### src/common/silver_pkg.sv
// ~~~~~~~~~~~~~~~~~~~~~~~~~~~~~~~~~~~~~~~~~~~~~~~~~~~~~~~~~~~~~~~~~~~~
// widths fixed by the Silver ISA; dropped opcodes decode to opc_nop
// ~~~~~~~~~~~~~~~~~~~~~~~~~~~~~~~~~~~~~~~~~~~~~~~~~~~~~~~~~~~~~~~~~~~~
`default_nettype none

package silver_pkg;

   typedef logic [31:0] word_t;
   typedef logic [5:0]  reg_addr_t;
   typedef logic [5:0]  opc_t;
   typedef logic [3:0]  func_t;
   typedef logic [1:0]  res_sel_t;
   typedef logic [1:0]  fwd_sel_t;

   localparam opc_t opc_normal        = 6'd0;
   localparam opc_t opc_shift         = 6'd1;
   localparam opc_t opc_out           = 6'd6;
   localparam opc_t opc_jump          = 6'd9;
   localparam opc_t opc_jump_zero     = 6'd10;
   localparam opc_t opc_jump_not_zero = 6'd11;
   localparam opc_t opc_load_const    = 6'd13;
   localparam opc_t opc_load_upper    = 6'd14;
   localparam opc_t opc_nop           = 6'd15;

   localparam func_t fn_add      = 4'd0;
   localparam func_t fn_addc     = 4'd1;
   localparam func_t fn_sub      = 4'd2;
   localparam func_t fn_carry    = 4'd3;
   localparam func_t fn_overflow = 4'd4;
   localparam func_t fn_inc      = 4'd5;
   localparam func_t fn_dec      = 4'd6;
   localparam func_t fn_mul      = 4'd7;
   localparam func_t fn_mulhu    = 4'd8;
   localparam func_t fn_and      = 4'd9;
   localparam func_t fn_or       = 4'd10;
   localparam func_t fn_xor      = 4'd11;
   localparam func_t fn_equal    = 4'd12;
   localparam func_t fn_less     = 4'd13;
   localparam func_t fn_lower    = 4'd14;
   localparam func_t fn_snd      = 4'd15;

   localparam res_sel_t res_alu   = 2'd0;
   localparam res_sel_t res_shift = 2'd1;
   localparam res_sel_t res_link  = 2'd2; // pc + 4
   localparam res_sel_t res_const = 2'd3;

   localparam fwd_sel_t fwd_none = 2'd0;
   localparam fwd_sel_t fwd_mem  = 2'd1;
   localparam fwd_sel_t fwd_wb   = 2'd2;

   typedef struct packed {
      opc_t      opc;
      func_t     func;
      reg_addr_t ra;
      reg_addr_t rb;
      reg_addr_t rd;
      logic      a_imm;
      logic      b_imm;
      logic      w_imm;
      word_t     imm_a;
      word_t     imm_b;
      word_t     imm_w;
      word_t     const_val; // upper constant sits in bits 31:23
      res_sel_t  res_sel;
      logic      wr_reg;
      logic      is_out;
   } decoded_t;

   typedef struct packed {
      logic     valid;
      word_t    pc;
      decoded_t dec;
      word_t    a;
      word_t    b;
      word_t    w;
   } id_ex_t;

   typedef struct packed {
      logic      valid;
      reg_addr_t rd;
      logic      wr_reg;
      logic      is_out;
      word_t     result;
   } ex_wb_t;

endpackage

`default_nettype wire

### src/design/silver_decoder.sv
// ~~~~~~~~~~~~~~~~~~~~~~~~~~~~~~~~~~~~~~~~~~~~~~~~~~~~~~~~~~~~~~~~~~~~
// purely combinational; memory, In, interrupt and accelerator are nops
// ~~~~~~~~~~~~~~~~~~~~~~~~~~~~~~~~~~~~~~~~~~~~~~~~~~~~~~~~~~~~~~~~~~~~
`default_nettype none

module silver_decoder (
   input  wire silver_pkg::word_t instr,
   output silver_pkg::decoded_t   dec
);

   silver_pkg::opc_t raw_opc;
   silver_pkg::opc_t opc;

   assign raw_opc = instr[5:0];

   always_comb begin
      if (instr[24]) begin
         if (instr[31])
            opc = silver_pkg::opc_load_const;
         else if (instr[23:9] == 15'd0)
            opc = silver_pkg::opc_load_upper;
         else
            opc = silver_pkg::opc_nop;
      end else if (instr[31] && (raw_opc < 6'd10 || raw_opc > 6'd12)) begin
         opc = silver_pkg::opc_nop; // only conditional jumps take an immediate w
      end else begin
         case (raw_opc)
            silver_pkg::opc_normal, silver_pkg::opc_shift, silver_pkg::opc_out,
            silver_pkg::opc_jump, silver_pkg::opc_jump_zero,
            silver_pkg::opc_jump_not_zero: opc = raw_opc;
            default: opc = silver_pkg::opc_nop;
         endcase
      end
   end

   always_comb begin
      dec.opc   = opc;
      dec.func  = instr[9:6];
      dec.ra    = instr[22:17];
      dec.rb    = instr[15:10];
      dec.rd    = instr[30:25];
      dec.a_imm = instr[23];
      dec.b_imm = instr[16];
      dec.w_imm = instr[31];
      dec.imm_a = {{26{instr[22]}}, instr[22:17]};
      dec.imm_b = {{26{instr[15]}}, instr[15:10]};
      dec.imm_w = {{26{instr[30]}}, instr[30:25]};

      if (opc == silver_pkg::opc_load_upper)
         dec.const_val = {instr[8:0], 23'd0};
      else if (instr[23])
         dec.const_val = 32'd0 - {9'd0, instr[22:0]}; // negated constant
      else
         dec.const_val = {9'd0, instr[22:0]};

      case (opc)
         silver_pkg::opc_shift: dec.res_sel = silver_pkg::res_shift;
         silver_pkg::opc_jump:  dec.res_sel = silver_pkg::res_link;
         silver_pkg::opc_load_const,
         silver_pkg::opc_load_upper: dec.res_sel = silver_pkg::res_const;
         default: dec.res_sel = silver_pkg::res_alu;
      endcase

      dec.wr_reg = (opc == silver_pkg::opc_normal) || (opc == silver_pkg::opc_shift) ||
                   (opc == silver_pkg::opc_out) || (opc == silver_pkg::opc_jump) ||
                   (opc == silver_pkg::opc_load_const) || (opc == silver_pkg::opc_load_upper);
      dec.is_out = (opc == silver_pkg::opc_out);
   end

endmodule

`default_nettype wire

### config.mk
export PLATFORM = sky130hd
export DESIGN_NAME = silver_decoder
export DESIGN_NICKNAME = d
export VERILOG_FILES = /design/src/common/silver_pkg.sv /design/src/design/silver_decoder.sv
export SDC_FILE = /design/constraint.sdc
export NUM_CORES = 1
export LEC_CHECK = 0
export ABC_AREA = 1
export BUFFER_PORTS_ARGS = -buffer_cell sky130_fd_sc_hd__buf_2
export CORE_MARGIN = 4
export CORE_UTILIZATION = 35
export DETAILED_ROUTE_END_ITERATION = 8
export GPL_ROUTABILITY_DRIVEN = 0
export GPL_TIMING_DRIVEN = 0
export PLACE_DENSITY = 0.82
export SLEW_MARGIN = 40
export SYNTH_ARGS = -nofsm -noshare
export SYNTH_HDL_FRONTEND = slang
export SYNTH_SLANG_ARGS = --single-unit
### constraint.sdc
create_clock -name vclk -period 1.4
set_input_delay 0.14 -clock vclk [all_inputs]
set_output_delay 0.14 -clock vclk [all_outputs]
set_load 0.01 [all_outputs]
== Word level (Yosys, flattened, before mapping) ==
Cells that the tools add are included.

* Flip-flop bits (word level): 0
* Bits in read-only memories: 0
* Memories kept: 0
* Output and inout bits: 163
* Bits of input ports: 32
* RAM bits: 0
* Bits in latches: 0

* Reduce and logical (&&, ||, !) cells: 12
* Mux-type cells: 8
* Multiply operators: 0
* Magnitude comparators: 2
* Bitwise operators: 0
* Shift-type cells: 0
* $add $sub $neg: 1
* Equality and inequality tests: 10
* Divide/modulo/power cells: 0

{| class="wikitable"
|+ Operators with widths
! kind !! count
|-
| 32-bit 2-to-1 mux || 2
|-
| 6-bit by 4-bit equality test with 1-bit output (second input constant) || 6
|-
| 1-bit by 23-bit subtractor with 24-bit output (first input constant) || 1
|-
| 6-bit 2-to-1 mux || 3
|-
| 15-bit zero test || 1
|-
| 6-bit by 1-bit equality test with 1-bit output (second input constant) || 2
|-
| 6-bit by 3-bit equality test with 1-bit output (second input constant) || 2
|-
| 6-bit zero test || 2
|-
| 6-bit by 4-bit > comparator with 1-bit output (second input constant) || 1
|-
| 1-bit logical OR || 6
|-
| 6-bit by 4-bit < comparator with 1-bit output (second input constant) || 1
|-
| 2-bit one-hot mux with 3 select lines || 1
|-
| 6-bit OR reduction || 1
|-
| 2-bit 2-to-1 mux || 1
|-
| 2-bit OR reduction || 1
|-
| 1-bit logical AND || 1
|-
| 1-bit 2-to-1 mux || 1
|}

== Logic depth before layout (Yosys ltp) ==
* Depth in word-level cells: 11
* Depth in mapped cells: 13

== Worst setup path after synthesis ==
Ideal clock, no wire load.

* Path type: input port to output port
* Start: input port instr[0]
* End: output port dec[24] in the netlist's numbering
* Path buffers: 0
* Cell stages on the path: 10
* Slack: -0.039 ns
* Arrival time: 1.299 ns
* Data required time: 1.260 ns
* Cell sequence: inv_1 ha_1 inv_1 nor2_2 inv_1 nor2_2 nand3_1 o21ai_2 o21ai_1 xor2_1

{| class="wikitable"
|+ RTL lines
! item !! RTL line !! text
|-
| start: declaration || silver_decoder.sv:7 || <nowiki>input wire silver_pkg::word_t instr,</nowiki>
|-
| end: declaration || silver_decoder.sv:8 || <nowiki>output silver_pkg::decoded_t dec</nowiki>
|}

==> metrics <==
outcome=finished with violations; violated checks=negative setup slack; fin area=0.00402 mm^2; Syn. warnings=0; final hold vios=0; Post-Syn Area=0.00197 mm^2; Hold Path Sink=dec[137]; die area=0.00688 mm^2; first-pass GRT wire length=11600 um; row count=27; Final setup viols=38; vias in the first global route=2382; total congestion overflow=0; Crit Path Class=in -> out; Fillers=roughly 370; CP Capture Type=output port; Starting Density=0.359; worst ir drop on vdd=0.217 mV; slowest stage delay, CP=roughly 0.21 ns; Die X=82.9 um; initial antenna violation count=0; Crit-path slowest cell=a21oi_4; Worst EP arrival=1.59 ns; area share of the largest cell type after synthesis=0.470; most common cell after layout, fill and taps aside=buf_2; Max Freq=between 500 and 600 MHz; Core ar.=roughly 0.0055 mm^2; area grow syn2layout=104%; sequential cell count=0; drt wl/cell=15.5 um; fraction of layout cells with a size suffix above 1=0.831; Hold WS=about 0.46 ns; GRT Util Overall=0.194; most frequent cells in the layout=buf_2 (155), buf_4 (152), buf_6 (25), nor2_4 (24), inv_1 (24); cell area power density=337 mW/mm^2; worst path cell trace=buf_12, nor2_4, nand2_2, nor2_4, nand4_4, nor2_4, a21oi_4, a21oi_4, o21ai_1, buf_2; synth top area cells=buf_4 (47%), inv_1 (7.4%), xor2_1 (7.1%), nand2_1 (6.7%), nor2_1 (5.3%); Die H=82.9 um; Syn Inst Count=around 320; largest area contributor in the netlist=buf_4; max_cap viols=0; RSZ-0062 raised after global routing=yes; Hold Path Stages=2; port buffer count=187; Mean Syn Cell Area=6.12 um^2; Placed Area=0.00302 mm^2; maximum number of pins on one net before global-route repair=32; I/O pin count=195; Yosys cell types=30; Post-Layout Cell Count=615; crit path time final=1.73 ns; nets=581; worst hold start=instr[27]; Routed Antenna Nets=0; HP Class=in -> out; CP startpoint kind=primary input; Slew Viols, Final=0; Placed Cells=581; initial drt markers=191; Via density=about 4.7; static leakage=2.21 nW; most used cell, CP=nor2_4; clock buffers=0; CTS Hold Bufs=0; CP Max Fanout=5; routed wire length=roughly 9600 um; ANT cells=0; register area share after synthesis=0; final critical-path setup slack=-0.328 ns; flip-flop and latch area=0 um^2; critical path required time=1.26 ns; drt drc=0; TritonRoute pass-1 iters=6; Final period util=1.23; Vias=2863; Detailed Place HPWL=about 5500 um
-- kinds of logic (layout without fill, tap and decap cells) --
group | Yosys count | count (layout) | synth area share
AOI/OAI and AO/OA | 22 | 23 | 0.0707
xor gates and xnor gates | 20 | 20 | 0.0891
adders and majority gates | 4 | 4 | 0.0255
buffers and inverters | 166 | 386 | 0.552
other | 1 | 2 | 0.00191
and+or+nand+nor | 108 | 108 | 0.261
-- cells in the mapped netlist, types with 4 or more instances --
cell and number:
nand4_1 5, ha_1 4, xor2_1 16, buf_4 123, o21ai_1 10, xnor2_1 4, nand2_1 35, nand2_2 4
nor2_2 5, nor3_1 6, nor2_1 28, nand3_1 18, inv_1 39
-- worst max-delay path: cells and delay by family --
| kind | cells | cell delay, ns |
|---|---|---|
| buffers and inverters | 2 | 0.28 |
| AO/OA/AOI/OAI | 3 | 0.46 |
| AND/OR/NAND/NOR | 5 | 0.69 |
-- metrics by stage --
stage | power (mW) | worst slack, ns | TNS, ns | utilization
after detailed placement | 1.02 | -0.545 | -12.27 | 0.551
after floorplan | 0.616 | 0.00168 | 0 | -
after global placement | 1.00 | -0.528 | -11.34 | 0.551
after global routing | 1.43 | -0.429 | -9.02 | 0.734
after CTS | 1.10 | -0.147 | -2.22 | 0.614
final | 1.35 | -0.328 | -6.53 | 0.734
-- per-layer routing --
layer	GRT usage	routed length, um
met3	0.0278	796
met1	0.217	3270
met2	0.370	5020
met5	0	0
met4	0.0624	474
-- cell type report --
class	count	area, um^2	area share
Timing Repair Buffer	219	1450	0.361
Buffer	125	942	0.234
Multi-Input combinational cell	157	1330	0.332
Inverter	41	188	0.0467
Timing Repair inverter	1	16.3	0.00405
Tap cell	72	90.1	0.0224
-- what timing repair did --
item | CTS | global route
setup endpoints to repair | 39 | 40
resized for setup | 58 | 146
buffers inserted | 19 | 14
pin swaps | 22 | 33
cloned | 1 | 1
-- worst max-delay path by stage --
stage	slack, ns	startpoint	end	depth (start not counted)
finish	-0.33	instr[0]	dec[34]	10
detailed placement	-0.54	instr[15]	dec[5]	8
CTS	-0.15	instr[1]	dec[1]	15
global route	-0.43	instr[5]	dec[1]	11
global placement	-0.53	instr[15]	dec[5]	8
floorplan	0.002	instr[1]	dec[24]	10
-- where the power goes --
group	internal, mW	switching [mW]	total, mW
logic	0.684	0.670	1.35
registers	0	0	0
clock network	0	0	0
total	0.684	0.670	1.35
No activity file was read; power rests on OpenSTA's default activity.
