File: src/common/silver_pkg.sv
// ~~~~~~~~~~~~~~~~~~~~~~~~~~~~~~~~~~~~~~~~~~~~~~~~~~~~~~~~~~~~~~~~~~~~
// widths fixed by the Silver ISA; dropped opcodes decode to opc_nop
// ~~~~~~~~~~~~~~~~~~~~~~~~~~~~~~~~~~~~~~~~~~~~~~~~~~~~~~~~~~~~~~~~~~~~
`default_nettype none

package silver_pkg;

   typedef logic [31:0] word_t;
   typedef logic [5:0]  reg_addr_t;
   typedef logic [5:0]  opc_t;
   typedef logic [3:0]  func_t;
   typedef logic [1:0]  res_sel_t;
   typedef logic [1:0]  fwd_sel_t;

   localparam opc_t opc_normal        = 6'd0;
   localparam opc_t opc_shift         = 6'd1;
   localparam opc_t opc_out           = 6'd6;
   localparam opc_t opc_jump          = 6'd9;
   localparam opc_t opc_jump_zero     = 6'd10;
   localparam opc_t opc_jump_not_zero = 6'd11;
   localparam opc_t opc_load_const    = 6'd13;
   localparam opc_t opc_load_upper    = 6'd14;
   localparam opc_t opc_nop           = 6'd15;

   localparam func_t fn_add      = 4'd0;
   localparam func_t fn_addc     = 4'd1;
   localparam func_t fn_sub      = 4'd2;
   localparam func_t fn_carry    = 4'd3;
   localparam func_t fn_overflow = 4'd4;
   localparam func_t fn_inc      = 4'd5;
   localparam func_t fn_dec      = 4'd6;
   localparam func_t fn_mul      = 4'd7;
   localparam func_t fn_mulhu    = 4'd8;
   localparam func_t fn_and      = 4'd9;
   localparam func_t fn_or       = 4'd10;
   localparam func_t fn_xor      = 4'd11;
   localparam func_t fn_equal    = 4'd12;
   localparam func_t fn_less     = 4'd13;
   localparam func_t fn_lower    = 4'd14;
   localparam func_t fn_snd      = 4'd15;

   localparam res_sel_t res_alu   = 2'd0;
   localparam res_sel_t res_shift = 2'd1;
   localparam res_sel_t res_link  = 2'd2; // pc + 4
   localparam res_sel_t res_const = 2'd3;

   localparam fwd_sel_t fwd_none = 2'd0;
   localparam fwd_sel_t fwd_mem  = 2'd1;
   localparam fwd_sel_t fwd_wb   = 2'd2;

   typedef struct packed {
      opc_t      opc;
      func_t     func;
      reg_addr_t ra;
      reg_addr_t rb;
      reg_addr_t rd;
      logic      a_imm;
      logic      b_imm;
      logic      w_imm;
      word_t     imm_a;
      word_t     imm_b;
      word_t     imm_w;
      word_t     const_val; // upper constant sits in bits 31:23
      res_sel_t  res_sel;
      logic      wr_reg;
      logic      is_out;
   } decoded_t;

   typedef struct packed {
      logic     valid;
      word_t    pc;
      decoded_t dec;
      word_t    a;
      word_t    b;
      word_t    w;
   } id_ex_t;

   typedef struct packed {
      logic      valid;
      reg_addr_t rd;
      logic      wr_reg;
      logic      is_out;
      word_t     result;
   } ex_wb_t;

endpackage

`default_nettype wire

File: src/design/silver_regfile.sv
// ~~~~~~~~~~~~~~~~~~~~~~~~~~~~~~~~~~~~~~~~~~~~~~~~~~~~~~~~~~~~~~~~~~~~
// reads are combinational and see a same-cycle writeback value
// ~~~~~~~~~~~~~~~~~~~~~~~~~~~~~~~~~~~~~~~~~~~~~~~~~~~~~~~~~~~~~~~~~~~~
`default_nettype none

module silver_regfile (
   input  wire logic                  clk,
   input  wire logic                  rst_n,
   input  wire silver_pkg::reg_addr_t ra,
   input  wire silver_pkg::reg_addr_t rb,
   input  wire silver_pkg::reg_addr_t rd,
   output silver_pkg::word_t          a,
   output silver_pkg::word_t          b,
   output silver_pkg::word_t          w,
   input  wire silver_pkg::ex_wb_t    wb
);

   silver_pkg::word_t regs [64];
   logic wr_en;

   assign wr_en = wb.valid && wb.wr_reg;

   // same-cycle write wins over the stored word
   assign a = (wr_en && wb.rd == ra) ? wb.result : regs[ra];
   assign b = (wr_en && wb.rd == rb) ? wb.result : regs[rb];
   assign w = (wr_en && wb.rd == rd) ? wb.result : regs[rd];

   always_ff @(posedge clk or negedge rst_n) begin
      if (!rst_n) begin
         for (int i = 0; i < 64; i++)
            regs[i] <= '0;
      end else if (wr_en) begin
         regs[wb.rd] <= wb.result;
      end
   end

   a_wr_addr_known: assert property (@(posedge clk) disable iff (!rst_n)
      wr_en |-> !$isunknown(wb.rd));

endmodule

`default_nettype wire

File: config.mk
export PLATFORM = sky130hd
export DESIGN_NAME = silver_regfile
export DESIGN_NICKNAME = d
export VERILOG_FILES = /design/src/common/silver_pkg.sv /design/src/design/silver_regfile.sv
export SDC_FILE = /design/constraint.sdc
export NUM_CORES = 2
export LEC_CHECK = 0
export ABC_CLOCK_PERIOD_IN_PS = 5300
export BUFFER_PORTS_ARGS = -buffer_cell sky130_fd_sc_hd__buf_2
export CAP_MARGIN = 20
export CORE_ASPECT_RATIO = 0.6
export CORE_MARGIN = 4
export CORE_UTILIZATION = 57
export CTS_CLUSTER_SIZE = 28
export DETAILED_ROUTE_END_ITERATION = 8
export PLACE_DENSITY = 0.73
export SYNTH_ARGS = -nofsm -noshare
export SYNTH_HDL_FRONTEND = slang
export SYNTH_SLANG_ARGS = --single-unit
File: constraint.sdc
create_clock -name clk -period 5.3 [get_ports clk]
set_input_delay 1.325 -clock clk [delete_from_list [all_inputs] [get_ports clk]]
set_output_delay 1.325 -clock clk [all_outputs]
set_load 0.02 [all_outputs]
# [Word-level counts from Yosys, hierarchy flattened]
# Cells that the tools add are included.
[word_totals] reg_bits=2048 latchBits=0 ram_bits=0 romBits=0 output_inout_bits=96 word_cells=96 n_memories=0
[op_classes] addsub=0 multipliers=0 n_div=0 order_cmp=5 eq_ne=3 shifts=0 mux=15 bitwise=4 n_reduce_logical=5
[op_table] operator="bitwise mux 2048 bit" n=1
[op_table] operator="binary-select mux 32 bit (select 6 bit)" n=3
[op_table] operator="two-way mux 32 bit" n=10
[op_table] operator="demux 32 bit (select 6 bit)" n=1
[op_table] operator=">= comparator 7 bit (second input constant)" n=4
[op_table] operator="NOT 6 -> 7 bit" n=4
[op_table] operator="equality test 6 bit" n=3
[op_table] operator="less-than comparator 7 x 1 -> 1 bit (second input constant)" n=1
[op_table] operator="logical AND 1 bit" n=5

# [Depth between registers and ports, before layout]
[logic_depth] depth_word=6 depth_mapped=11

# [Least setup slack after synthesis]
# No wires, ideal clock.
[synth_path] kind="input to output" start="input port ra[0]" end="output port a[6]" t_arrival_ps=3653 t_required_ps=3975 path_slack_ps=322 stages=10 cell_sequence="buf_2 buf_2 buf_2 inv_1 buf_2 buf_2 mux2i_1 a32oi_1 o21ai_0 o311ai_0"
[synth_between] elab_chain_cells=5 word_cells_on_any_way=7 cone_classes="eq/ne (1); mux (4); bitwise (1); reduce/logical (1)"
[synth_rtl] item="from (decl)" line_no="silver_regfile.sv:9" rtl="input wire silver_pkg::reg_addr_t ra,"
[synth_rtl] item="NOT 6 -> 7 bit (implied by the code)" line_no="silver_regfile.sv:24" rtl="assign a = (wr_en && wb.rd == ra) ? wb.result : regs[ra];"
[synth_rtl] item="binary-select mux 32 bit (select 6 bit)" line_no="silver_regfile.sv:24"
[synth_rtl] item="two-way mux 32 bit (implied by the code) (2 in series)" line_no="silver_regfile.sv:24"
[synth_rtl] item="two-way mux 32 bit *" line_no="silver_regfile.sv:24"
[synth_rtl] item="to (decl)" line_no="silver_regfile.sv:12" rtl="output silver_pkg::word_t a,"
# Mark *: on every way between the ends. The rest lies on a longest branch, timed or not. The select of a mux whose other input is x is not followed.

# [Worst setup path after layout]
[layout_path] start="input port ra[0]" end="output port a[7]"
# Same word-level chain as after synthesis.

==> impl_metrics.tcl <==
set metrics [dict create \
    outcome "finished, violations left" \
    violated_checks "design-rule violations, negative setup slack" \
    cell_count_post_placement 11500 \
    initial_utilization_pct 57.4 \
    area_delta_synth_final_pct 13.9 \
    post_synth.cell_area_avg_um2 14.6 \
    report.final.setup_viol 13 \
    dp_hpwl_mm 349 \
    clk_sink_count 2048 \
    post-route-period-util_pct 101 \
    layout_top_registers "regs (2048)" \
    yosysUniqueCellTypes 64 \
    hold_path.class "in2async" \
    grt_antenna_before_repair 56 \
    die_h_um 372 \
    clkSlewWorstSetupHoldPaths_ps 70 \
    finish.net_count 8939 \
    timing.final.hold_violations 0 \
    dp_slack_ps -392 \
    cts-hold-fix-buffers 0 \
    setup_tns_ps -358 \
    drc 1 \
    yosys_register_bits 2048 \
    core.rowCount 133 \
    syn-num-nets 8728 \
    grt_pass1_vias 94800 \
    synth-async-reset-ratio_pct 100 \
    grt_remaining_overflow 0 \
    cts_buffers 205 \
    worst_slack_ps -70.2 \
    cts_max_level 4 \
    crit_type "in2out" \
    grt.met1_usage_pct 60.3 \
    dieWidth_um 615 \
    tritoncts "yes" \
    post_route_cells_drive_above_1_share_pct 54.9 \
    route.vias.total 97900 \
    fin_crit_ps 5370 \
    worst_ir_drop_vdd_uv 347 \
    setup.worst_path.start_class "input port" \
    clk_skew_ps 0 \
    tightestPinTransition_ps 1200 \
    layout.cells.non_filler 12000 \
    timing.final.max_slew_violations 0 \
    synth_ff_type "dfrtp_1" \
    yosysWarningCount 0 \
    synthCells 8667 \
    critical_path_peak_fanout 26 \
    floorplan.core_area_mm2 0.220 \
    maxSlewHeadroom_pct 20.0 \
    power_density_relative_to_cell_area_mw_per_mm2 289 \
    worstPathArrival_ps 4050 \
    busiest_layer "met1" \
    finalWeightedCongestion 1.03 \
    numPortBuffers 155 \
    total_power_consumption_mw 41.6 \
    worst-r2r-setup-slack_ps 4420 \
    synth_area_mm2 0.126 \
    setup.worst_path.end_class "primary output" \
    dieArea_mm2 0.229 \
    drtAntennaViolNets 0 \
    wl_mm 534 \
    wl_per_cell_um 44.5 \
    finalHoldWorstSlack_ps 476 \
    maxCapViolations 0 \
    highest_clock_rate_ghz 0.186 \
    seq_area_frac_synth_pct 40.6 \
    grt_first_pass_wirelength_mm 743 \
    regToRegEndpoint "regs[1990]$_DFFE_PN0P_" \
    grt_util_met2_pct 57.0 \
    grt_util_met3_pct 28.7 \
    crit_required_ps 3970 \
    pin_count_of_the_biggest_net_entering_global_routing 151 \
    synth-edff-count 0 \
    leakagePower_nw 63.8 \
    top_level_ports 157 \
    drt_iter0_drc 17800 \
    total_track_usage_pct 46.1 \
    detailedRoute.firstPassIterationCount 9 \
    timing.rr.start "regs[1990]$_DFFE_PN0P_" \
    drt-vias-per-instance 8.17 \
    clk_root_buffer_cell "clkbuf_16" \
    grt_setup_unrepaired "yes" \
    max-clock-path-buffers 4 \
    worstRegToRegCells 1 \
    largest_register_ffs 2048 \
    regMostFlops "regs" \
    clock_insertion_delay_worst_skew_ps 870 \
]
[cell usage after synthesis, types with 43 or more instances]
master    instances  area (µm²)
o22ai_1          43         269
mux2_2         2044       23000
o21ai_0          49         245
a21oi_1         105         526
dfrtp_1        2048       51200
a31oi_1          75         469
mux2i_1         654        6550
a22oi_1         264        1980
a221oi_1         81         709
nand3_1         180         901
nand2_1         180         676
buf_2           182         911
buf_1            70         263
mux4_2         1406       31700
a22o_1           73         639
nor2_1          110         413
clkbuf_1        701        2630
[metal layers]
metal,routed length (µm),vias to the layer above
met5,1190,-
met4,39200,65
met3,103000,2278
met2,202000,10100
met1,188000,50400
li1,-,35000
[timing repair]
action                                  in CTS  in global routing
setup buffers                                5                 10
endpoints found under the setup margin      43                 35
resized for setup                           24                 38
cloned                                       1                  3
pin swaps                                    3                  3
[power by group]
group | total (mW) | internal (mW) | leakage (nW) | switching (mW)
clock network | 15.2 | 8.45 | 3.31 | 6.76
logic | 8.05 | 4.01 | 32.6 | 4.04
registers | 18.3 | 16.9 | 27.9 | 1.42
[layout by cell type, fill, tap and decap left out, types with 12 or more instances in the layout]
master     instances
a211oi_1          12
a21oi_1          105
a221oi_1          73
a22o_1            73
a22oi_1          264
a31o_2            20
a31oi_1           67
a32o_1            21
a32oi_1           22
and3_1            27
buf_12           225
buf_16            13
buf_2            135
buf_4            621
buf_6             12
bufinv_16         13
clkbuf_1          42
clkbuf_16        211
clkbuf_8          45
clkinv_2          39
dfrtp_1         2048
diode_2           48
mux2_2          2044
mux2i_1          654
mux4_2          1406
nand2_1          169
nand3_1          175
nand3b_1          33
nor2_1            53
nor2_4            56
nor2b_1           20
o21ai_0           48
o22ai_1           43
or3_1             23
xnor2_1           16
[cells by family (layout without fill, tap and decap cells)]
group           count (synthesis)  after routing  synth area share, %
flops                        2048           2048                 40.6
compound gates                807            807                 4.66
buf+inv                      1018           1385                 3.43
simple gates                  672            672                 2.64
xor+xnor                       18             18                0.125
other cells                     0             48                    0
mux                          4104           4104                 48.5
[layout make-up]
| type | count | area, µm² |
|---|---|---|
| sequential | 2048 | 51200 |
| antenna | 48 | 120 |
| tap | 2902 | 3630 |
| clock buffer | 295 | 5980 |
| inverter | 6 | 27.5 |
| timing repair buffer | 1016 | 10500 |
| clock inverter | 68 | 723 |
| fill | 15200 | 75900 |
| multi-input combinational | 5601 | 71500 |
[through the flow]
stage	area [µm²]	utilization [%]
final	144000	65.4
after global routing	144000	65.4
after CTS	143000	65.2
after floorplan	126000	-
after detailed placement	136000	62.0
after global placement	136000	62.0
[worst max-delay path, stage by stage]
cell and delay [ps]:
buf_8 170, buf_12 270, mux4_2 540, a22o_1 280, a221oi_1 430, a31oi_1 360
a21oi_1 280, a31oi_1 130, buf_2 210
[worst max-delay path by stage]
stage                     startpoint     to  slack [ps]  depth (start not counted)
after global placement         rb[0]  b[15]        -380                         11
after CTS                      rb[0]  b[31]           6                          9
after global routing           rb[0]  b[29]         -10                          9
after floorplan                ra[0]   a[6]         320                         10
after detailed placement       rb[0]  b[15]        -390                         11
final                          ra[0]   a[7]         -70                          9
Power figures use the tool's default switching activity.
