### src/common/silver_pkg.sv
// ~~~~~~~~~~~~~~~~~~~~~~~~~~~~~~~~~~~~~~~~~~~~~~~~~~~~~~~~~~~~~~~~~~~~
// widths fixed by the Silver ISA; dropped opcodes decode to opc_nop
// ~~~~~~~~~~~~~~~~~~~~~~~~~~~~~~~~~~~~~~~~~~~~~~~~~~~~~~~~~~~~~~~~~~~~
`default_nettype none

package silver_pkg;

   typedef logic [31:0] word_t;
   typedef logic [5:0]  reg_addr_t;
   typedef logic [5:0]  opc_t;
   typedef logic [3:0]  func_t;
   typedef logic [1:0]  res_sel_t;
   typedef logic [1:0]  fwd_sel_t;

   localparam opc_t opc_normal        = 6'd0;
   localparam opc_t opc_shift         = 6'd1;
   localparam opc_t opc_out           = 6'd6;
   localparam opc_t opc_jump          = 6'd9;
   localparam opc_t opc_jump_zero     = 6'd10;
   localparam opc_t opc_jump_not_zero = 6'd11;
   localparam opc_t opc_load_const    = 6'd13;
   localparam opc_t opc_load_upper    = 6'd14;
   localparam opc_t opc_nop           = 6'd15;

   localparam func_t fn_add      = 4'd0;
   localparam func_t fn_addc     = 4'd1;
   localparam func_t fn_sub      = 4'd2;
   localparam func_t fn_carry    = 4'd3;
   localparam func_t fn_overflow = 4'd4;
   localparam func_t fn_inc      = 4'd5;
   localparam func_t fn_dec      = 4'd6;
   localparam func_t fn_mul      = 4'd7;
   localparam func_t fn_mulhu    = 4'd8;
   localparam func_t fn_and      = 4'd9;
   localparam func_t fn_or       = 4'd10;
   localparam func_t fn_xor      = 4'd11;
   localparam func_t fn_equal    = 4'd12;
   localparam func_t fn_less     = 4'd13;
   localparam func_t fn_lower    = 4'd14;
   localparam func_t fn_snd      = 4'd15;

   localparam res_sel_t res_alu   = 2'd0;
   localparam res_sel_t res_shift = 2'd1;
   localparam res_sel_t res_link  = 2'd2; // pc + 4
   localparam res_sel_t res_const = 2'd3;

   localparam fwd_sel_t fwd_none = 2'd0;
   localparam fwd_sel_t fwd_mem  = 2'd1;
   localparam fwd_sel_t fwd_wb   = 2'd2;

   typedef struct packed {
      opc_t      opc;
      func_t     func;
      reg_addr_t ra;
      reg_addr_t rb;
      reg_addr_t rd;
      logic      a_imm;
      logic      b_imm;
      logic      w_imm;
      word_t     imm_a;
      word_t     imm_b;
      word_t     imm_w;
      word_t     const_val; // upper constant sits in bits 31:23
      res_sel_t  res_sel;
      logic      wr_reg;
      logic      is_out;
   } decoded_t;

   typedef struct packed {
      logic     valid;
      word_t    pc;
      decoded_t dec;
      word_t    a;
      word_t    b;
      word_t    w;
   } id_ex_t;

   typedef struct packed {
      logic      valid;
      reg_addr_t rd;
      logic      wr_reg;
      logic      is_out;
      word_t     result;
   } ex_wb_t;

endpackage

`default_nettype wire

### src/execute/silver_alu.sv
// ~~~~~~~~~~~~~~~~~~~~~~~~~~~~~~~~~~~~~~~~~~~~~~~~~~~~~~~~~~~~~~~~~~~~
// result is combinational; carry and overflow flags load on update
// ~~~~~~~~~~~~~~~~~~~~~~~~~~~~~~~~~~~~~~~~~~~~~~~~~~~~~~~~~~~~~~~~~~~~
`default_nettype none

module silver_alu (
   input  wire logic              clk,
   input  wire logic              rst_n,
   input  wire silver_pkg::func_t func,
   input  wire silver_pkg::word_t x,
   input  wire silver_pkg::word_t y,
   input  wire logic              update,
   output silver_pkg::word_t      res
);

   logic carry_q;
   logic ovf_q;
   logic [32:0] sum;
   silver_pkg::word_t diff;
   logic [63:0] prod;
   logic add_ovf;
   logic sub_ovf;

   assign sum  = {1'b0, x} + {1'b0, y} +
                 ((func == silver_pkg::fn_addc) ? {32'd0, carry_q} : 33'd0);
   assign diff = x - y;
   assign prod = {32'd0, x} * {32'd0, y};

   // signed overflow from operand and result signs
   assign add_ovf = (x[31] == y[31]) && (sum[31] != x[31]);
   assign sub_ovf = (x[31] != y[31]) && (diff[31] != x[31]);

   always_comb begin
      case (func)
         silver_pkg::fn_add,
         silver_pkg::fn_addc:     res = sum[31:0];
         silver_pkg::fn_sub:      res = diff;
         silver_pkg::fn_carry:    res = {31'd0, carry_q};
         silver_pkg::fn_overflow: res = {31'd0, ovf_q};
         silver_pkg::fn_inc:      res = x + 32'd1;
         silver_pkg::fn_dec:      res = x - 32'd1;
         silver_pkg::fn_mul:      res = prod[31:0];
         silver_pkg::fn_mulhu:    res = prod[63:32];
         silver_pkg::fn_and:      res = x & y;
         silver_pkg::fn_or:       res = x | y;
         silver_pkg::fn_xor:      res = x ^ y;
         silver_pkg::fn_equal:    res = {31'd0, x == y};
         silver_pkg::fn_less:     res = {31'd0, $signed(x) < $signed(y)};
         silver_pkg::fn_lower:    res = {31'd0, x < y};
         default:                 res = y; // snd
      endcase
   end

   always_ff @(posedge clk or negedge rst_n) begin
      if (!rst_n) begin
         carry_q <= 1'b0;
         ovf_q   <= 1'b0;
      end else if (update) begin
         if (func == silver_pkg::fn_add || func == silver_pkg::fn_addc) begin
            carry_q <= sum[32];
            ovf_q   <= add_ovf;
         end else if (func == silver_pkg::fn_sub) begin
            ovf_q <= sub_ovf; // carry kept
         end
      end
   end

   a_flags_known: assert property (@(posedge clk) disable iff (!rst_n)
      !$isunknown({carry_q, ovf_q}));

endmodule

`default_nettype wire

### src/execute/silver_execute.sv
// ~~~~~~~~~~~~~~~~~~~~~~~~~~~~~~~~~~~~~~~~~~~~~~~~~~~~~~~~~~~~~~~~~~~~
// branches resolve here; the core squashes the two younger stages
// ~~~~~~~~~~~~~~~~~~~~~~~~~~~~~~~~~~~~~~~~~~~~~~~~~~~~~~~~~~~~~~~~~~~~
`default_nettype none

module silver_execute (
   input  wire logic                 clk,
   input  wire logic                 rst_n,
   input  wire silver_pkg::id_ex_t   ex,
   input  wire silver_pkg::fwd_sel_t fwd_a,
   input  wire silver_pkg::fwd_sel_t fwd_b,
   input  wire silver_pkg::fwd_sel_t fwd_w,
   input  wire silver_pkg::ex_wb_t   mem,
   input  wire silver_pkg::ex_wb_t   wb,
   output silver_pkg::ex_wb_t        result,
   output logic                      branch_taken,
   output silver_pkg::word_t         branch_target
);

   silver_pkg::word_t a_v, b_v, w_v, alu_x, alu_y, alu_res, shift_res, const_res;
   logic [63:0] rot;
   logic is_jump, is_jz, is_jnz, alu_op;

   function automatic silver_pkg::word_t pick(input silver_pkg::fwd_sel_t sel,
                                              input silver_pkg::word_t base,
                                              input silver_pkg::word_t mem_res,
                                              input silver_pkg::word_t wb_res);
      case (sel)
         silver_pkg::fwd_mem: return mem_res;
         silver_pkg::fwd_wb:  return wb_res;
         default:             return base;
      endcase
   endfunction

   assign a_v = pick(fwd_a, ex.dec.a_imm ? ex.dec.imm_a : ex.a, mem.result, wb.result);
   assign b_v = pick(fwd_b, ex.dec.b_imm ? ex.dec.imm_b : ex.b, mem.result, wb.result);
   assign w_v = pick(fwd_w, ex.dec.w_imm ? ex.dec.imm_w : ex.w, mem.result, wb.result);

   assign is_jump = (ex.dec.opc == silver_pkg::opc_jump);
   assign is_jz   = (ex.dec.opc == silver_pkg::opc_jump_zero);
   assign is_jnz  = (ex.dec.opc == silver_pkg::opc_jump_not_zero);
   assign alu_op  = is_jump || is_jz || is_jnz || ex.dec.opc == silver_pkg::opc_normal ||
                    ex.dec.opc == silver_pkg::opc_out;

   assign alu_x = is_jump ? ex.pc : a_v;
   assign alu_y = is_jump ? a_v : b_v;

   silver_alu u_alu (
      .clk    (clk),
      .rst_n  (rst_n),
      .func   (ex.dec.func),
      .x      (alu_x),
      .y      (alu_y),
      .update (ex.valid && alu_op),
      .res    (alu_res)
   );

   always_comb begin
      rot = {a_v, a_v} >> b_v[4:0]; // ror by b mod 32
      case (ex.dec.func[1:0])
         2'd0:    shift_res = a_v << b_v;
         2'd1:    shift_res = a_v >> b_v;
         2'd2:    shift_res = $signed(a_v) >>> b_v;
         default: shift_res = rot[31:0];
      endcase
   end

   // upper constant keeps the low 23 bits of the old rd
   assign const_res = (ex.dec.opc == silver_pkg::opc_load_upper) ?
                      {ex.dec.const_val[31:23], w_v[22:0]} : ex.dec.const_val;

   always_comb begin
      result.valid  = ex.valid;
      result.rd     = ex.dec.rd;
      result.wr_reg = ex.dec.wr_reg;
      result.is_out = ex.dec.is_out;
      case (ex.dec.res_sel)
         silver_pkg::res_shift: result.result = shift_res;
         silver_pkg::res_link:  result.result = ex.pc + 32'd4;
         silver_pkg::res_const: result.result = const_res;
         default:               result.result = alu_res;
      endcase
   end

   assign branch_taken  = ex.valid && (is_jump || (is_jz && alu_res == 32'd0) ||
                                       (is_jnz && alu_res != 32'd0));
   assign branch_target = is_jump ? alu_res : ex.pc + w_v;

   a_branch_valid: assert property (@(posedge clk) disable iff (!rst_n)
      branch_taken |-> ex.valid && !$isunknown(branch_target));

endmodule

`default_nettype wire

### config.mk
export PLATFORM = sky130hd
export DESIGN_NAME = silver_execute
export DESIGN_NICKNAME = d
export VERILOG_FILES = /design/src/common/silver_pkg.sv /design/src/execute/silver_alu.sv /design/src/execute/silver_execute.sv
export SDC_FILE = /design/constraint.sdc
export NUM_CORES = 2
export LEC_CHECK = 0
export CAP_MARGIN = 25
export CORE_UTILIZATION = 50
export CTS_CLUSTER_SIZE = 10
export DETAILED_ROUTE_END_ITERATION = 6
export DONT_BUFFER_PORTS = 1
export GPL_TIMING_DRIVEN = 0
export PLACE_DENSITY = 0.72
export SYNTH_ARGS = -nofsm -noshare
export SYNTH_HDL_FRONTEND = slang
export SYNTH_SLANG_ARGS = --single-unit
### constraint.sdc
create_clock -name clk -period 9.12 [get_ports clk]
set_input_delay 0 -clock clk [delete_from_list [all_inputs] [get_ports clk]]
set_output_delay 0 -clock clk [all_outputs]
set_load 0.03 [all_outputs]
==> out/metrics.csv, run 1 <==
metric,value,unit
Root Driver,clkbuf_16,
"Warnings, synthesis",0,
RePlAce Congestion,1.24,
Die W,326,um
Most used DFF post-synth,dfrtp_1,
Yosys top cell by area,fa_1,
Synth Area in XOR/XNOR,0.0223,
share of Yosys cell area claimed by the top area cell type,0.343,
outcome,stopped before the end,
total global routing overflow,91,
number of synthesized flops with an enable pin,0,
top post-synthesis cells by area,"fa_1 (34%), ha_1 (10%), inv_1 (6.9%)",
post-synthesis mux area share,0.0450,
number of global-route vias before repair,70500,
Post-DP HPWL,287000,um
clk sinks,2,
initial core utilization,0.506,
# rows,118,
Vert. Die Dim,326,um
Cells after Synth,6978,
Post-synth ARST share,1.00,
GRT Util Overall,0.727,
synthesis-stage register bit count,2,
I/O Pins,456,
area share of fa/ha/maj cells after synthesis,0.445,
largest family of logic cells by synthesized area,adder cells,
Synth Area in Simple Gates,0.181,
Num CTS Buffers,3,
clk buf depth,2,
placed cell count,8438,
largest net degree at the start of global routing,33,
number of port buffers,0,
Synth Area in Compound Gates,0.198,
Mean Syn Cell Area,7.53,um2
first-pass GRT wire length,541000,um
"Distinct cells, synth",104,
Halt Stage,5_1_grt,
"Seq/Total Area, Yosys",0.000952,
H-tree levels,1,
Synth Net Count,8688,
mapped cell area,52600,um2
Halt Reason,[ERROR GRT-0116] Global routing finished with congestion. Check the congestion regions in the DRC Viewer.,
[through the flow]
step	setup WS (ns)	area, um2
4_1_cts	-0.996	63300
3_5_place_dp	-4.86	55800
3_3_place_gp	-6.19	54700
2_1_floorplan	-0.0114	53000
[repair_timing]
| item | in CTS |
|---|---|
| resized for setup | 1233 |
| setup endpoints to repair | 65 |
| hold buffers | 1 |
| pin swaps | 214 |
| cloned | 1 |
| hold endpoints to repair | 2 |
| setup buffers | 275 |
[cells by family after synthesis]
kind of cell    count (synthesis)
buf+inv                      1464
flops                           2
fa+ha+maj                    1328
simple gates                 2241
mux                           231
xor+xnor                      134
compound gates               1578
[Yosys cell counts, types with 54 or more instances]
cell and n:
inv_1 968, nor2_1 955, fa_1 901, nand2_1 794, a21oi_1 465, ha_1 427, clkbuf_1 358, o21ai_0 279
mux2i_1 207, a21o_1 117, nor3_1 115, a221oi_1 111, nand3_1 90, xnor2_1 81, a211oi_1 56, o211ai_1 54
[per-layer routing]
| layer | global-route usage | overflow |
|---|---|---|
| met2 | 0.844 | 43 |
| met3 | 0.631 | 5 |
| met5 | 0.308 | 0 |
| met1 | 0.776 | 6 |
| met4 | 0.598 | 37 |
==> run 2, diff against run 1 <==
--- a/config.mk
+++ b/config.mk
@@ -6,12 +6,11 @@
 export NUM_CORES = 2
 export LEC_CHECK = 0
 export CAP_MARGIN = 25
-export CORE_UTILIZATION = 50
-export CTS_CLUSTER_SIZE = 10
+export CORE_UTILIZATION = 35
 export DETAILED_ROUTE_END_ITERATION = 6
 export DONT_BUFFER_PORTS = 1
 export GPL_TIMING_DRIVEN = 0
-export PLACE_DENSITY = 0.72
+export PLACE_DENSITY_LB_ADDON = 0.15
 export SYNTH_ARGS = -nofsm -noshare
 export SYNTH_HDL_FRONTEND = slang
 export SYNTH_SLANG_ARGS = --single-unit
==> constraint.sdc (replaced) <==
create_clock -name clk -period 11.9 [get_ports clk]
set_input_delay 0 -clock clk [delete_from_list [all_inputs] [get_ports clk]]
set_output_delay 0 -clock clk [all_outputs]
set_load 0.03 [all_outputs]
==> out/metrics.csv, run 2 <==
metric,value,unit,change
"Distinct cells, synth",104,,unchanged
most frequent cells in the layout,"inv_1 (956), nor2_1 (952), fa_1 (901)",,
number of synthesized flops with an enable pin,0,,unchanged
Vert. Die Dim,390,um,was 326 um
pre-CTS WS,-3.54,ns,was -4.86 ns
Detailed Routing Iterations Pass 1,6,,
met3 wire len,44400,um,
first-pass GRT wire length,491000,um,
Setup TNS,0,ns,
"Reg clk slew, reported paths",0.03,ns,
largest registers,"u_alu.carry_q: 1 flops, u_alu.ovf_q: 1 flops",,
RePlAce Congestion,1.09,,was 1.24
CP Class,input pin to primary output,,
via count,58500,,
"Clk Latency, worst-skew pair",0.22,ns,
final hold vios,0,,
Root Driver,clkbuf_16,,unchanged
Met2 Wirelength,149000,um,
share of cells above drive strength 1,0.0917,,
"wirelength, routed",365000,um,
# rows,141,,was 118
fmax,0.0842,GHz,
antenna violations before repair,43,,
initial core utilization,0.354,,was 0.506
Post-synth ARST share,1.00,,unchanged
# setup viols final,0,,
Die W,390,um,was 326 um
worst relative slew slack,0.195,,
met1 WL,140000,um,
Synth Area in Simple Gates,0.181,,unchanged
crit-path max FO,10,,
fin nets,8877,,
Hold Crit Class,input pin to asynchronous set/reset pin,,
I/O Pins,456,,unchanged
area share of fa/ha/maj cells after synthesis,0.445,,unchanged
H-tree levels,1,,unchanged
worst setup margin,0.0212,ns,
wire length per cell,39.7,um,
GRT Util Overall,0.472,,
CTS tree,yes,,
count of pins over their slew limit,0,,
crit path DAT,11.88,ns,
outcome,"finished, final reports clean",,was stopped before the end
vias per inst,6.37,,
placed cell area,57400,um2,was 55800 um2
post-route cell area,59000,um2,
Setup crit end kind,primary output,,
Cells after Synth,6978,,unchanged
fin util,0.398,,
number of port buffers,0,,unchanged
largest family of logic cells by synthesized area,adder cells,,unchanged
CP peak stage delay,0.64,ns,
number of global-route vias before repair,57200,,
fin crit share,0.998,,
Synth Area in Compound Gates,0.198,,unchanged
Die ar.,152000,um2,
top layer in use,met5,,
Yosys top cell by area,fa_1,,unchanged
"most common cell after layout, fill and taps aside",inv_1,,
"Warnings, synthesis",0,,unchanged
most frequent cells after synthesis,"inv_1 (968), nor2_1 (955), fa_1 (901)",,unchanged
CORE AREA,148000,um2,
top post-synthesis cells by area,"fa_1 (34%), ha_1 (10%), inv_1 (6.9%)",,unchanged
Mean Syn Cell Area,7.53,um2,unchanged
clk buf depth,2,,unchanged
crit-path most repeated cell,fa_1,,
clk_skew,0.00127,ns,
share of Yosys cell area claimed by the top area cell type,0.343,,unchanged
"Seq/Total Area, Yosys",0.000952,,unchanged
post-synthesis mux area share,0.0450,,unchanged
most frequent cell after synthesis,inv_1,,unchanged
mapped cell area,52600,um2,unchanged
Synth Area in XOR/XNOR,0.0223,,unchanged
synthesis-stage register bit count,2,,unchanged
Routed Antenna Nets,0,,
clk sinks,2,,unchanged
DR iter-0 viols,8566,,
total global routing overflow,0,,
Most used DFF post-synth,dfrtp_1,,unchanged
Worst setup SP type,input pin,,
minimum clock period,11.88,ns,
largest net degree at the start of global routing,22,,
area delta synth->final,12.2,%,
Post-DP HPWL,315000,um,was 287000 um
Max Cap Viol,0,,
Num CTS Buffers,3,,unchanged
Synth Net Count,8688,,unchanged
DRC,0,,
Critical Path Slowest Stage Cell,a22oi_2,,
Critical Path RT,11.90,ns,
Slew @ Worst Pin,1.21,ns,
[run 2: cell counts after synthesis]
No cell type changed its count.
[run 2: worst paths after layout]
check / from / to / slack, ns / depth (start not counted)
max in group asynchronous: rst_n / u_alu.ovf_q / 11.57 / 1
worst max register to register: u_alu.carry_q / u_alu.carry_q / 7.53 / 14
worst max-delay path: ex[229] / branch_taken / 0.02 / 35
worst min-delay path: rst_n / u_alu.carry_q / 0.10 / 1
worst min register to register: u_alu.ovf_q / u_alu.ovf_q / 0.68 / 2
min in group clk: ex[235] / result[38] / 0.13 / 1
[run 2: per-stage QoR]
step,hold slack (ns),std cells
after floorplan,-0.296,6978
after global placement,-0.293,8980
after detailed placement,-0.293,9134
after CTS,0.0992,9152
after global routing,0.0950,9172
final,0.103,9188
[run 2: worst max-delay path: cells and delay by family]
| family | cells | cell delay, ns |
|---|---|---|
| fa+ha+maj | 9 | 4.41 |
| compound gates | 7 | 2.22 |
| buf+inv | 9 | 2.05 |
| simple gates | 7 | 2.02 |
| mux | 2 | 0.95 |
| xor+xnor | 1 | 0.19 |
[run 2: routing by layer]
| metal | global-route usage | vias to the layer above |
|---|---|---|
| met5 | 0 | - |
| met4 | 0.325 | 22 |
| met3 | 0.148 | 980 |
| met2 | 0.680 | 4095 |
| met1 | 0.598 | 29800 |
| li1 | - | 23600 |
[run 2: layout make-up]
cell class | instances | area (um2)
Fill cell | 15800 | 89400
Multi-Input combinational cell | 5512 | 47800
Inverter | 994 | 3850
Timing Repair Buffer | 204 | 2560
Tap cell | 2002 | 2500
Buffer | 450 | 2160
Clock buffer | 3 | 75.1
Antenna cell | 21 | 52.6
Sequential cell | 2 | 50.0
[run 2: repair_timing]
| item | in CTS | in global routing |
|---|---|---|
| hold endpoints to repair | 2 | 0 |
| buffers inserted | 25 | 19 |
| setup endpoints to repair | 65 | 12 |
| resized for setup | 271 | 153 |
| pin swaps | 11 | 14 |
| hold buffers | 1 | 0 |
[run 2: cells by family after synthesis]
kind of cell | after synthesis
AOI/OAI and AO/OA | 1578
xor gates and xnor gates | 134
adders and majority gates | 1328
buffers and inverters | 1464
DFF | 2
muxes | 231
and+or+nand+nor | 2241
Power of run 2 is not shown: default switching activity piles up to over one toggle a cycle in this logic, so the estimate is an artifact.
